`src/logic/tetris_pkg.sv`:
```
package tetris_pkg;

  // game commands, NONE marks an empty slot or an unmapped key
  typedef enum logic [2:0] {
    NONE,
    LEFT,
    RIGHT,
    DOWN,
    DROP,
    HOLD,
    ROTATE,
    ROTATE_REV
  } cmd_t;

  typedef enum logic [1:0] {
    IDLE,
    PLAY,
    WAIT
  } state_t;

  typedef struct packed {
    logic [3:0] col; // 0 to board_cols-1
    logic [4:0] row; // 0 at the top
    logic       held;
  } piece_t;

  typedef logic [1:0] rot_t; // quarter turns, wraps 3 to 0

  localparam int clks_per_bit    = 16;
  localparam int debounce_cycles = 8;
  localparam int queue_depth     = 8;
  localparam int board_cols      = 10;
  localparam int board_rows      = 20;
  localparam int spawn_col       = 4;
  localparam int spawn_row       = 0;

  localparam int baud_cnt_bits     = $clog2(clks_per_bit);
  localparam int debounce_cnt_bits = $clog2(debounce_cycles);
  localparam int queue_ptr_bits    = $clog2(queue_depth);

endpackage
```
`src/logic/tetris_ctrl.sv`:
```
`timescale 1ns/100ps

module tetris_ctrl (
  input  logic               clk,
  input  logic               reset_n,
  input  logic               uart_rx_line,
  input  logic [3:0]         usr_btn,
  input  tetris_pkg::state_t state,
  output tetris_pkg::piece_t piece,
  output tetris_pkg::rot_t   rot,
  output tetris_pkg::cmd_t   applied,
  output logic               applied_valid,
  output logic               dropped
);

  logic [7:0]       rx_byte;
  logic             rx_valid;
  logic [3:0]       btn_press;
  tetris_pkg::cmd_t cmd;
  logic             cmd_valid;
  tetris_pkg::cmd_t head;
  logic             not_empty;
  logic             pop;

  uart_rx i_uart_rx (
    .clk      (clk),
    .reset_n  (reset_n),
    .line     (uart_rx_line),
    .byte_out (rx_byte),
    .valid    (rx_valid)
  );

  for (genvar gi = 0; gi < 4; gi++) begin : g_btn
    btn_debounce i_btn_debounce (
      .clk     (clk),
      .reset_n (reset_n),
      .btn     (usr_btn[gi]),
      .press   (btn_press[gi])
    );
  end

  cmd_decoder i_cmd_decoder (
    .clk       (clk),
    .reset_n   (reset_n),
    .rx_byte   (rx_byte),
    .rx_valid  (rx_valid),
    .btn_press (btn_press),
    .cmd       (cmd),
    .cmd_valid (cmd_valid)
  );

  cmd_queue i_cmd_queue (
    .clk       (clk),
    .reset_n   (reset_n),
    .push      (cmd_valid),
    .push_cmd  (cmd),
    .pop       (pop),
    .head      (head),
    .not_empty (not_empty),
    .dropped   (dropped)
  );

  piece_mover i_piece_mover (
    .clk           (clk),
    .reset_n       (reset_n),
    .state         (state),
    .head          (head),
    .not_empty     (not_empty),
    .pop           (pop),
    .piece         (piece),
    .rot           (rot),
    .applied       (applied),
    .applied_valid (applied_valid)
  );

endmodule

```
`src/logic/piece_mover.sv`:
```
`timescale 1ns/100ps

module piece_mover (
  input  logic                clk,
  input  logic                reset_n,
  input  tetris_pkg::state_t  state,
  input  tetris_pkg::cmd_t    head,
  input  logic                not_empty,
  output logic                pop,
  output tetris_pkg::piece_t  piece,
  output tetris_pkg::rot_t    rot,
  output tetris_pkg::cmd_t    applied,
  output logic                applied_valid
);

  logic at_left;
  logic at_right;
  logic at_bottom;

  // the game only lets the piece move while it waits for the next tick
  assign pop = (state == tetris_pkg::WAIT) && not_empty;

  assign at_left   = (piece.col == '0);
  assign at_right  = (piece.col == tetris_pkg::board_cols - 1);
  assign at_bottom = (piece.row == tetris_pkg::board_rows - 1);

  always_ff @(posedge clk) begin
    if (!reset_n) begin
      piece.col     <= 4'(tetris_pkg::spawn_col);
      piece.row     <= 5'(tetris_pkg::spawn_row);
      piece.held    <= 1'b0;
      rot           <= '0;
      applied_valid <= 1'b0;
    end else begin
      applied_valid <= pop; // clamped moves are still reported
      if (pop) begin
        case (head)
          tetris_pkg::LEFT: begin
            if (!at_left) piece.col <= piece.col - 1'b1;
          end
          tetris_pkg::RIGHT: begin
            if (!at_right) piece.col <= piece.col + 1'b1;
          end
          tetris_pkg::DOWN: begin
            if (!at_bottom) piece.row <= piece.row + 1'b1;
          end
          tetris_pkg::DROP: begin
            piece.row <= 5'(tetris_pkg::board_rows - 1); // no stack yet, so it lands on the floor
          end
          tetris_pkg::HOLD: begin
            piece.held <= !piece.held;
            piece.col  <= 4'(tetris_pkg::spawn_col);
            piece.row  <= 5'(tetris_pkg::spawn_row);
            rot        <= '0; // swapped piece comes back unrotated
          end
          tetris_pkg::ROTATE: begin
            rot <= rot + 1'b1;
          end
          tetris_pkg::ROTATE_REV: begin
            rot <= rot - 1'b1;
          end
          default: begin
            piece <= piece;
          end
        endcase
      end
    end
  end

  always_ff @(posedge clk) begin
    if (pop) begin
      applied <= head;
    end
  end

endmodule

```
`src/logic/cmd_queue.sv`:
```
`timescale 1ns/100ps

module cmd_queue (
  input  logic             clk,
  input  logic             reset_n,
  input  logic             push,
  input  tetris_pkg::cmd_t push_cmd,
  input  logic             pop,
  output tetris_pkg::cmd_t head,
  output logic             not_empty,
  output logic             dropped
);

  tetris_pkg::cmd_t                      mem [tetris_pkg::queue_depth];
  logic [tetris_pkg::queue_ptr_bits-1:0] wr_ptr;
  logic [tetris_pkg::queue_ptr_bits-1:0] rd_ptr;
  logic [tetris_pkg::queue_ptr_bits:0]   count;
  logic                                  full;
  logic                                  do_push;
  logic                                  do_pop;

  assign full      = (count == tetris_pkg::queue_depth);
  assign not_empty = (count != '0);
  assign do_push   = push && !full; // a full queue ignores the push even if popped now
  assign do_pop    = pop && not_empty;
  assign head      = mem[rd_ptr];

  always_ff @(posedge clk) begin
    if (!reset_n) begin
      wr_ptr  <= '0;
      rd_ptr  <= '0;
      count   <= '0;
      dropped <= 1'b0;
    end else begin
      dropped <= push && full;
      if (do_push) begin
        wr_ptr <= wr_ptr + 1'b1; // depth is a power of two so pointers wrap by themselves
      end
      if (do_pop) begin
        rd_ptr <= rd_ptr + 1'b1;
      end
      case ({do_push, do_pop})
        2'b10:   count <= count + 1'b1;
        2'b01:   count <= count - 1'b1;
        default: count <= count;
      endcase
    end
  end

  always_ff @(posedge clk) begin
    if (do_push) begin
      mem[wr_ptr] <= push_cmd;
    end
  end

endmodule

```
`src/logic/cmd_decoder.sv`:
```
`timescale 1ns/100ps

module cmd_decoder (
  input  logic             clk,
  input  logic             reset_n,
  input  logic [7:0]       rx_byte,
  input  logic             rx_valid,
  input  logic [3:0]       btn_press,
  output tetris_pkg::cmd_t cmd,
  output logic             cmd_valid
);

  tetris_pkg::cmd_t byte_cmd;
  tetris_pkg::cmd_t next_cmd;

  always_comb begin
    case (rx_byte)
      "A", "a":      byte_cmd = tetris_pkg::LEFT;
      "D", "d":      byte_cmd = tetris_pkg::RIGHT;
      "W", "w":      byte_cmd = tetris_pkg::DOWN;
      "S", "s", " ": byte_cmd = tetris_pkg::DROP;
      "C", "c":      byte_cmd = tetris_pkg::HOLD;
      "X", "x":      byte_cmd = tetris_pkg::ROTATE;
      "Z", "z":      byte_cmd = tetris_pkg::ROTATE_REV;
      default:       byte_cmd = tetris_pkg::NONE;
    endcase
  end

  // keyboard wins, then the lowest button; the rest of the cycle is lost
  always_comb begin
    next_cmd = tetris_pkg::NONE;
    if (rx_valid && byte_cmd != tetris_pkg::NONE) begin
      next_cmd = byte_cmd;
    end else if (btn_press[0]) begin
      next_cmd = tetris_pkg::RIGHT;
    end else if (btn_press[1]) begin
      next_cmd = tetris_pkg::DOWN;
    end else if (btn_press[2]) begin
      next_cmd = tetris_pkg::LEFT;
    end else if (btn_press[3]) begin
      next_cmd = tetris_pkg::ROTATE;
    end
  end

  always_ff @(posedge clk) begin
    if (!reset_n) begin
      cmd_valid <= 1'b0;
    end else begin
      cmd_valid <= (next_cmd != tetris_pkg::NONE);
    end
  end

  always_ff @(posedge clk) begin
    cmd <= next_cmd;
  end

endmodule

```
`src/logic/btn_debounce.sv`:
```
`timescale 1ns/100ps

module btn_debounce (
  input  logic clk,
  input  logic reset_n,
  input  logic btn,
  output logic press
);

  logic [1:0]                               btn_sync;
  logic                                     level;
  logic [tetris_pkg::debounce_cnt_bits-1:0] stable_cnt;
  logic                                     differs;

  assign differs = (btn_sync[1] != level);

  always_ff @(posedge clk) begin
    if (!reset_n) begin
      btn_sync   <= 2'b00;
      level      <= 1'b0;
      stable_cnt <= '0;
      press      <= 1'b0;
    end else begin
      btn_sync <= {btn_sync[0], btn};
      press    <= 1'b0;
      if (differs) begin
        if (stable_cnt == tetris_pkg::debounce_cycles - 1) begin
          level      <= btn_sync[1];
          stable_cnt <= '0;
          press      <= btn_sync[1]; // only a rising flip counts as a press
        end else begin
          stable_cnt <= stable_cnt + 1'b1;
        end
      end else begin
        stable_cnt <= '0; // any bounce back restarts the count
      end
    end
  end

endmodule

```
`src/logic/uart_rx.sv`:
```
`timescale 1ns/100ps

module uart_rx (
  input  logic       clk,
  input  logic       reset_n,
  input  logic       line,
  output logic [7:0] byte_out,
  output logic       valid
);

  typedef enum logic [1:0] {
    rx_idle,
    rx_start,
    rx_data,
    rx_stop
  } rx_state_t;

  rx_state_t                               rx_state;
  logic [1:0]                              line_sync;
  logic                                    line_s;
  logic [tetris_pkg::baud_cnt_bits-1:0]    baud_cnt;
  logic [2:0]                              bit_idx;
  logic [7:0]                              shift;
  logic                                    bit_end;

  assign line_s  = line_sync[1];
  assign bit_end = (baud_cnt == tetris_pkg::clks_per_bit - 1);

  always_ff @(posedge clk) begin
    if (!reset_n) begin
      line_sync <= 2'b11; // idle line is high
      rx_state  <= rx_idle;
      baud_cnt  <= '0;
      bit_idx   <= '0;
      valid     <= 1'b0;
    end else begin
      line_sync <= {line_sync[0], line};
      valid     <= 1'b0;
      case (rx_state)
        rx_idle: begin
          baud_cnt <= '0;
          bit_idx  <= '0;
          if (!line_s) rx_state <= rx_start;
        end
        rx_start: begin
          if (baud_cnt == tetris_pkg::clks_per_bit / 2 - 1) begin
            baud_cnt <= '0;
            rx_state <= line_s ? rx_idle : rx_data; // a short glitch is not a start bit
          end else begin
            baud_cnt <= baud_cnt + 1'b1;
          end
        end
        rx_data: begin
          if (bit_end) begin
            baud_cnt <= '0;
            bit_idx  <= bit_idx + 1'b1;
            if (bit_idx == 3'd7) rx_state <= rx_stop;
          end else begin
            baud_cnt <= baud_cnt + 1'b1;
          end
        end
        rx_stop: begin
          if (bit_end) begin
            baud_cnt <= '0;
            valid    <= line_s; // framing error gives no strobe
            rx_state <= rx_idle;
          end else begin
            baud_cnt <= baud_cnt + 1'b1;
          end
        end
        default: rx_state <= rx_idle;
      endcase
    end
  end

  always_ff @(posedge clk) begin
    if (rx_state == rx_data && bit_end) begin
      shift <= {line_s, shift[7:1]}; // lsb arrives first
    end
  end

  assign byte_out = shift;

endmodule

```
`config.mk`:
```
export PLATFORM = sky130hd
export DESIGN_NAME = tetris_ctrl
export DESIGN_NICKNAME = d
export VERILOG_FILES = /design/src/logic/tetris_pkg.sv /design/src/logic/tetris_ctrl.sv /design/src/logic/piece_mover.sv /design/src/logic/cmd_queue.sv /design/src/logic/cmd_decoder.sv /design/src/logic/btn_debounce.sv /design/src/logic/uart_rx.sv
export SDC_FILE = /design/constraint.sdc
export NUM_CORES = 1
export LEC_CHECK = 0
export ABC_AREA = 1
export BUFFER_PORTS_ARGS = -buffer_cell sky130_fd_sc_hd__buf_2
export CAP_MARGIN = 40
export CORE_MARGIN = 2
export CORE_UTILIZATION = 25
export CTS_CLUSTER_DIAMETER = 40
export DETAILED_ROUTE_END_ITERATION = 8
export SYNTH_ARGS = -nofsm -noshare
export SYNTH_HDL_FRONTEND = slang
export SYNTH_HIERARCHICAL = 1
export SYNTH_SLANG_ARGS = --single-unit
```
`constraint.sdc`:
```
create_clock -name clk -period 3.83 [get_ports clk]
set_clock_uncertainty 0.05 [all_clocks]
set_input_delay 0.766 -clock clk [delete_from_list [all_inputs] [get_ports clk]]
set_output_delay 0.766 -clock clk [all_outputs]
set_load 0.05 [all_outputs]
```
Yosys cells after proc, flatten, opt, wreduce, memory -nomap -nowiden. Memory sizes are Yosys's and may differ from the RTL's. A register that Yosys moved wholly into a read port is not among the register bits. Cells that the tools add are included.

Register bits: 79. RAM bits: 24. Bits of input ports: 9. Output and inout bits: 17. Logic and storage cells: 179. Memories kept: 1.

$add $sub $neg: 15. Equality and inequality tests: 50. Multiplexer cells: 29. Bitwise operators: 5. Reduce and logical (&&, ||, !) cells: 45.

Memory list: i_cmd_queue.mem (depth 8, bits a word 3, rd ports 1, clocked after memory_dff 1, write ports 1, RTL line cmd_queue.sv:14) `tetris_pkg::cmd_t mem [tetris_pkg::queue_depth];`.

Operator list (count): equality test 8 x 7 -> 1 bit, second input constant (14); equality test 3 bit, second input constant (9); 2-to-1 mux 3 bit (8); case mux 4 bit (3 select lines) (2); adder 3 x 1 -> 3 bit, second input constant (7); case mux 3 bit (7 select lines) (1); AND reduction 3 bit (6); 2-to-1 mux 4 bit (4); case mux 5 bit (3 select lines) (1); nonzero test 3 bit (5); OR reduction 3 bit (5); AND reduction 2 bit (7); OR reduction 2 bit (7); adder 4 x 1 -> 4 bit, second input constant (3); equality test 4 bit, second input constant (3); 2-to-1 mux 2 bit (6); equality test 2 bit, second input constant (4); equality test 8 x 6 -> 1 bit, second input constant (1); inequality test 2 x 1 -> 1 bit, second input constant (4); inequality test 2 bit, second input constant (4); case mux 2 bit (4 select lines) (1); case mux 4 bit (2 select lines) (1); subtractor 4 x 1 -> 4 bit, second input constant (2); equality test 3 x 2 -> 1 bit, second input constant (2); other kinds (21) (37).

Logic depth before layout (Yosys ltp).
Depth in word-level cells: 7. Gate-level depth with buffers: 16. Depth with buffers taken out: 16.

By module. The synthesis kept the hierarchy.

Modules (own cells, without submodules): cmd_queue (times used 1, cells an instance 165, area an instance 1655.3 µm², sequential area each 1001.0 µm²); btn_debounce (times used 4, cells an instance 28, area an instance 245.2 µm², sequential area each 140.1 µm²); piece_mover (times used 1, cells an instance 128, area an instance 948.4 µm², sequential area each 350.3 µm²); uart_rx (times used 1, cells an instance 70, area an instance 753.2 µm², sequential area each 480.5 µm²); cmd_decoder (times used 1, cells an instance 90, area an instance 481.7 µm², sequential area each 80.1 µm²).

Worst setup path before layout. No wires, ideal clock.

Path kind: in2reg. Start point: input port state[1]. End point: register i_cmd_queue/count[2] (netlist name). Library setup time: 115 ps. Data arrival time: 2151 ps. Required time: 3665 ps. Slack: 1514 ps. Stages on the path: 13. Buffers on the path: 0. Cells stage by stage: nand2_1 > nor2_4 > nand2_2 > inv_4 > ha_1 > nand2_1 > inv_1 > nor2_4 > ha_1 > a21oi_1 > xnor2_1 > o21ai_0 > inv_1.

Cells in the longest elaborated chain, start to end: 5. Elaborated cells between the ends (all ways): 7.

RTL lines: start, declared (RTL line tetris_ctrl.sv:8) `input tetris_pkg::state_t state,`; equality test 2 bit (*) (RTL line piece_mover.sv:21) `assign pop = (state == tetris_pkg::WAIT) && not_empty;`; logical AND 1 bit (*) (RTL line piece_mover.sv:21); net pop (RTL line tetris_ctrl.sv:23) `logic pop;`; logical AND 1 bit (*) (RTL line cmd_queue.sv:25) `assign do_pop = pop && not_empty;`; net i_cmd_queue.do_pop (RTL line cmd_queue.sv:20) `logic do_pop;`; equality test 2 x 1 -> 1 bit or equality test 2 bit (tied branches) (RTL line cmd_queue.sv:42) `case ({do_push, do_pop})`; case mux 4 bit (2 select lines) or nonzero test 2 bit (tied branches); end signal, assigned (RTL line cmd_queue.sv:43) `2'b10: count <= count + 1'b1;`; end signal, assigned (RTL line cmd_queue.sv:44) `2'b01: count <= count - 1'b1;`; end signal, assigned (RTL line cmd_queue.sv:45) `default: count <= count;`; end, declared (RTL line cmd_queue.sv:17) `logic [tetris_pkg::queue_ptr_bits:0] count;`.

The timed path passes the listed nets; every way through them passes the cells marked *. A chain may end at the register's enable or synchronous reset.

==> flow_summary.yaml <==
worst_setup_path:
  timing_worst_setup_path_type: "reg -> reg"
  crit_path_top_delay_cell: "sky130_fd_sc_hd__dfxtp_1"
  startpoint_type: "flip-flop"
  setup.worst_path.end_class: "flip-flop"
  crit-reg2reg-capture: "i_piece_mover/piece[7]"
  critical-path-max-stage-delay_ps: 560
  timing.critical_path.required_ps: 4060
  critPathMaxFanout: 13
  reg2reg_depth: 13
  crit_chain: "inv_1 -> o21ai_0 -> o21ai_0 -> nand2_1 -> nand2_1 -> inv_2 -> nand2_1 -> nor2_2 -> fa_1 -> or2_0 -> clkinv_1 -> nand2_1 -> a21oi_1"
  arrival_ps: 2810
  critPathTopFamily: "simple AND/OR/NAND/NOR gates"
  cpMostUsedCell: "sky130_fd_sc_hd__nand2_1"
  ff2ff_setup_slack_ps: 1250
  critical_path_buffers_and_inverters: 3
yosys:
  yosys_register_bits: 106
  synth_largest_area_cell: "sky130_fd_sc_hd__dfxtp_1"
  number_of_enable_type_register_cells_in_the_synthesized_netlist: 35
  synth_warnings: 6
  syn-num-nets: 594
  synth_top_cell_area_share: 0.295
  synth_cell_type_count: 43
  top_cells_by_area_synth: "sky130_fd_sc_hd__dfxtp_1 29%, sky130_fd_sc_hd__edfxtp_1 22%, sky130_fd_sc_hd__nand2_1 8.6%"
  synth_area_um2: 4820
  synth_seq_area_share: 0.513
  syn_area_per_cell_um2: 8.53
  yosys_most_used_dff: "sky130_fd_sc_hd__dfxtp_1"
  ys_async_sr_fraction: 0
  post_synthesis_instance_total: 565
die:
  dieWidth_um: 143
  floorplan_die_area_um2: 20400
  core_area_um2: 18800
  initial_utilization: 0.256
  floorplan.io_pins: 26
  chipHeight_um: 143
  placement_rows: 50
cts:
  cts_post_setup_buffers_inserted: 0
  clock_root_buffer_master: "sky130_fd_sc_hd__clkbuf_16"
  worst_skew_pair.late_latency_ps: 350
  cts-root-to-sink-buffers: 2
  clock_sink_count: 106
  cts_tree: "done"
  cts_hold_repair.buffers: 0
  clkSlewWorstSetupHoldPaths_ps: 70
  cts_resizes: 0
  h-tree-depth: 3
  cts_buffers: 9
grt:
  grtUsageTotal: 0.0855
  grt_pass1_vias: 3191
  grt_max_degree: 22
  initial_antenna_violation_count: 0
  first_pass_grt_wire_length_mm: 14.2
  grt-ovfl-total: 0
layout:
  n_fill_cell: 1982
  ff_latch_area_um2: 2470
  final_common_cell: "sky130_fd_sc_hd__nand2_1"
  area_delta_synth_final_pct: 15.1
  finish.net_count: 629
  multi_input_area_um2: 2020
  antenna_cells: 0
  layout-drive-gt1-share: 0.182
  final_cell_mix: "111 x sky130_fd_sc_hd__nand2_1, 87 x sky130_fd_sc_hd__nor2_1, 71 x sky130_fd_sc_hd__dfxtp_1"
worst_hold_path:
  hold_path_depth: 1
  hold_class: "reg -> reg"
  hold_path.startpoint: "i_uart_rx/line_sync[0]"
  timing.hold.worst_endpoint: "i_uart_rx/line_sync[1]"
route:
  post_drt_wl_per_cell_um: 9.26
  dr.pass1.iters: 5
  detailed_route_wire_length_mm: 8.01
  remaining_drc_errors: 0
  detailroute.via_count: 3392
  route.detailed.vias_per_inst: 3.92
  ant_nets: 0
  detailedRoute.firstIterationViolations: 145
timing:
  layout_worst_path_cycle_share: 0.674
  fin_ws_ps: 1250
  setup_viol_count_final: 0
  finalCriticalPeriod_ps: 2580
  max_freq_ghz: 0.387
  final_hold_vio_count: 0
  rsz0062_at_grt: "false"
  tns_ps: 0
  maxSlewHeadroom: 0.671
  slew_violations: 0
  tightestPinTransition_ps: 493
pwr:
  p_per_area_nw_per_um2: 379
  leakagePower_nw: 2.36
  sequential_cell_fraction_of_total_power: 0.555
  cellInternalPower_mw: 1.63
  vdd_drop_max_v: 0.000246
  clock_power_share: 0.418
  swShare: 0.223
  comb_power_share: 0.027
  switching_power_mw: 0.469
place:
  placement.setup.worst_slack_ps: 1240
  dpl.hpwl_mm: 5.97
  gp_congestion: 0.792
  numPortBuffers: 25
run_status:
  status: "completed"
job:
  cap_viol_max_count: 0
cell type report:
| class | count | share of cell area |
|---|---|---|
| sequential | 106 | 0.446 |
| clock inverter | 7 | 0.0102 |
| multi-input combinational | 374 | 0.364 |
| clock buffer | 9 | 0.0406 |
| inverter | 83 | 0.0571 |
| tap | 260 | 0.0587 |
| timing repair buffer | 26 | 0.0239 |
metal layers:
layer  global-route usage  routed length (um)  vias to the layer above
li1                     -                   -                     1884
met1                0.110                4160                     1469
met2                0.136                3500                       30
met3               0.0265                 241                        9
met4               0.0292                 110                        0
met5                    0                   0                        -
metrics by stage:
step / cell area, um2 / hold slack, ps / power (mW) / utilization / instances
floorplan: 4820 / 336 / 1.23 / - / 565
detailed placement: 5270 / 349 / 1.25 / 0.280 / 849
finish: 5550 / 361 / 2.10 / 0.295 / 865
global route: 5550 / 379 / 2.20 / 0.295 / 865
global placement: 5270 / 343 / 1.25 / 0.280 / 849
CTS: 5550 / 367 / 2.14 / 0.295 / 865
sequential cells by signal (all words and copies together), names as in the netlist, 4 cells and up, named ones only:
signal	count
i_cmd_queue/mem	24
g_btn.i_btn_debounce/stable_cnt	12
i_piece_mover/piece	10
g_btn.i_btn_debounce/btn_sync	8
i_uart_rx/byte_out	8
g_btn.i_btn_debounce/level	4
g_btn.i_btn_debounce/press	4
i_cmd_queue/count	4
i_uart_rx/baud_cnt	4
worst max-delay path by stage:
stage,start,endpoint,slack (ps),cells past startpoint
detailed placement,flip-flop,i_piece_mover/piece[7],1240,13
floorplan,state[1],i_cmd_queue/count[2],1510,13
global route,flip-flop,i_piece_mover/piece[9],910,14
finish,flip-flop,i_piece_mover/piece[7],1250,13
global placement,state[1],i_cmd_queue/count[2],1270,14
CTS,flip-flop,i_piece_mover/piece[7],1230,13
worst reg2reg max path, stage by stage (launching register included):
cell and delay [ps]:
sky130_fd_sc_hd__dfxtp_1 560, sky130_fd_sc_hd__inv_1 230, sky130_fd_sc_hd__o21ai_0 180, sky130_fd_sc_hd__o21ai_0 100, sky130_fd_sc_hd__nand2_1 60, sky130_fd_sc_hd__nand2_1 140
sky130_fd_sc_hd__inv_2 130, sky130_fd_sc_hd__nand2_1 70, sky130_fd_sc_hd__nor2_2 140, sky130_fd_sc_hd__fa_1 420, sky130_fd_sc_hd__or2_0 230, sky130_fd_sc_hd__clkinv_1 40
sky130_fd_sc_hd__nand2_1 40, sky130_fd_sc_hd__a21oi_1 130
cells by family after synthesis:
group,count (synthesis),synth area share
compound gates,63,0.0768
xor+xnor,10,0.0182
fa+ha+maj,20,0.0535
buf+inv,85,0.0683
flops,106,0.513
mux,3,0.00623
simple gates,278,0.264
synthesized netlist by cell type, drive strengths merged, types with 6 or more instances:
master	n
nand2	128
nor2	99
inv	79
dfxtp	71
edfxtp	35
nand3	33
a21oi	28
o21ai	27
ha	19
nor3	6
xnor2	6
power by group through the flow:
stage	Sequential (mW)	Combinational, mW	Clock [mW]
3_5_place_dp	1.19	0.0559	0
5_1_grt	1.17	0.0647	0.963
4_1_cts	1.17	0.0563	0.920
2_1_floorplan	1.19	0.0390	0
3_3_place_gp	1.19	0.0563	0
6_report	1.17	0.0560	0.879
(Power assumes the default switching activity.)
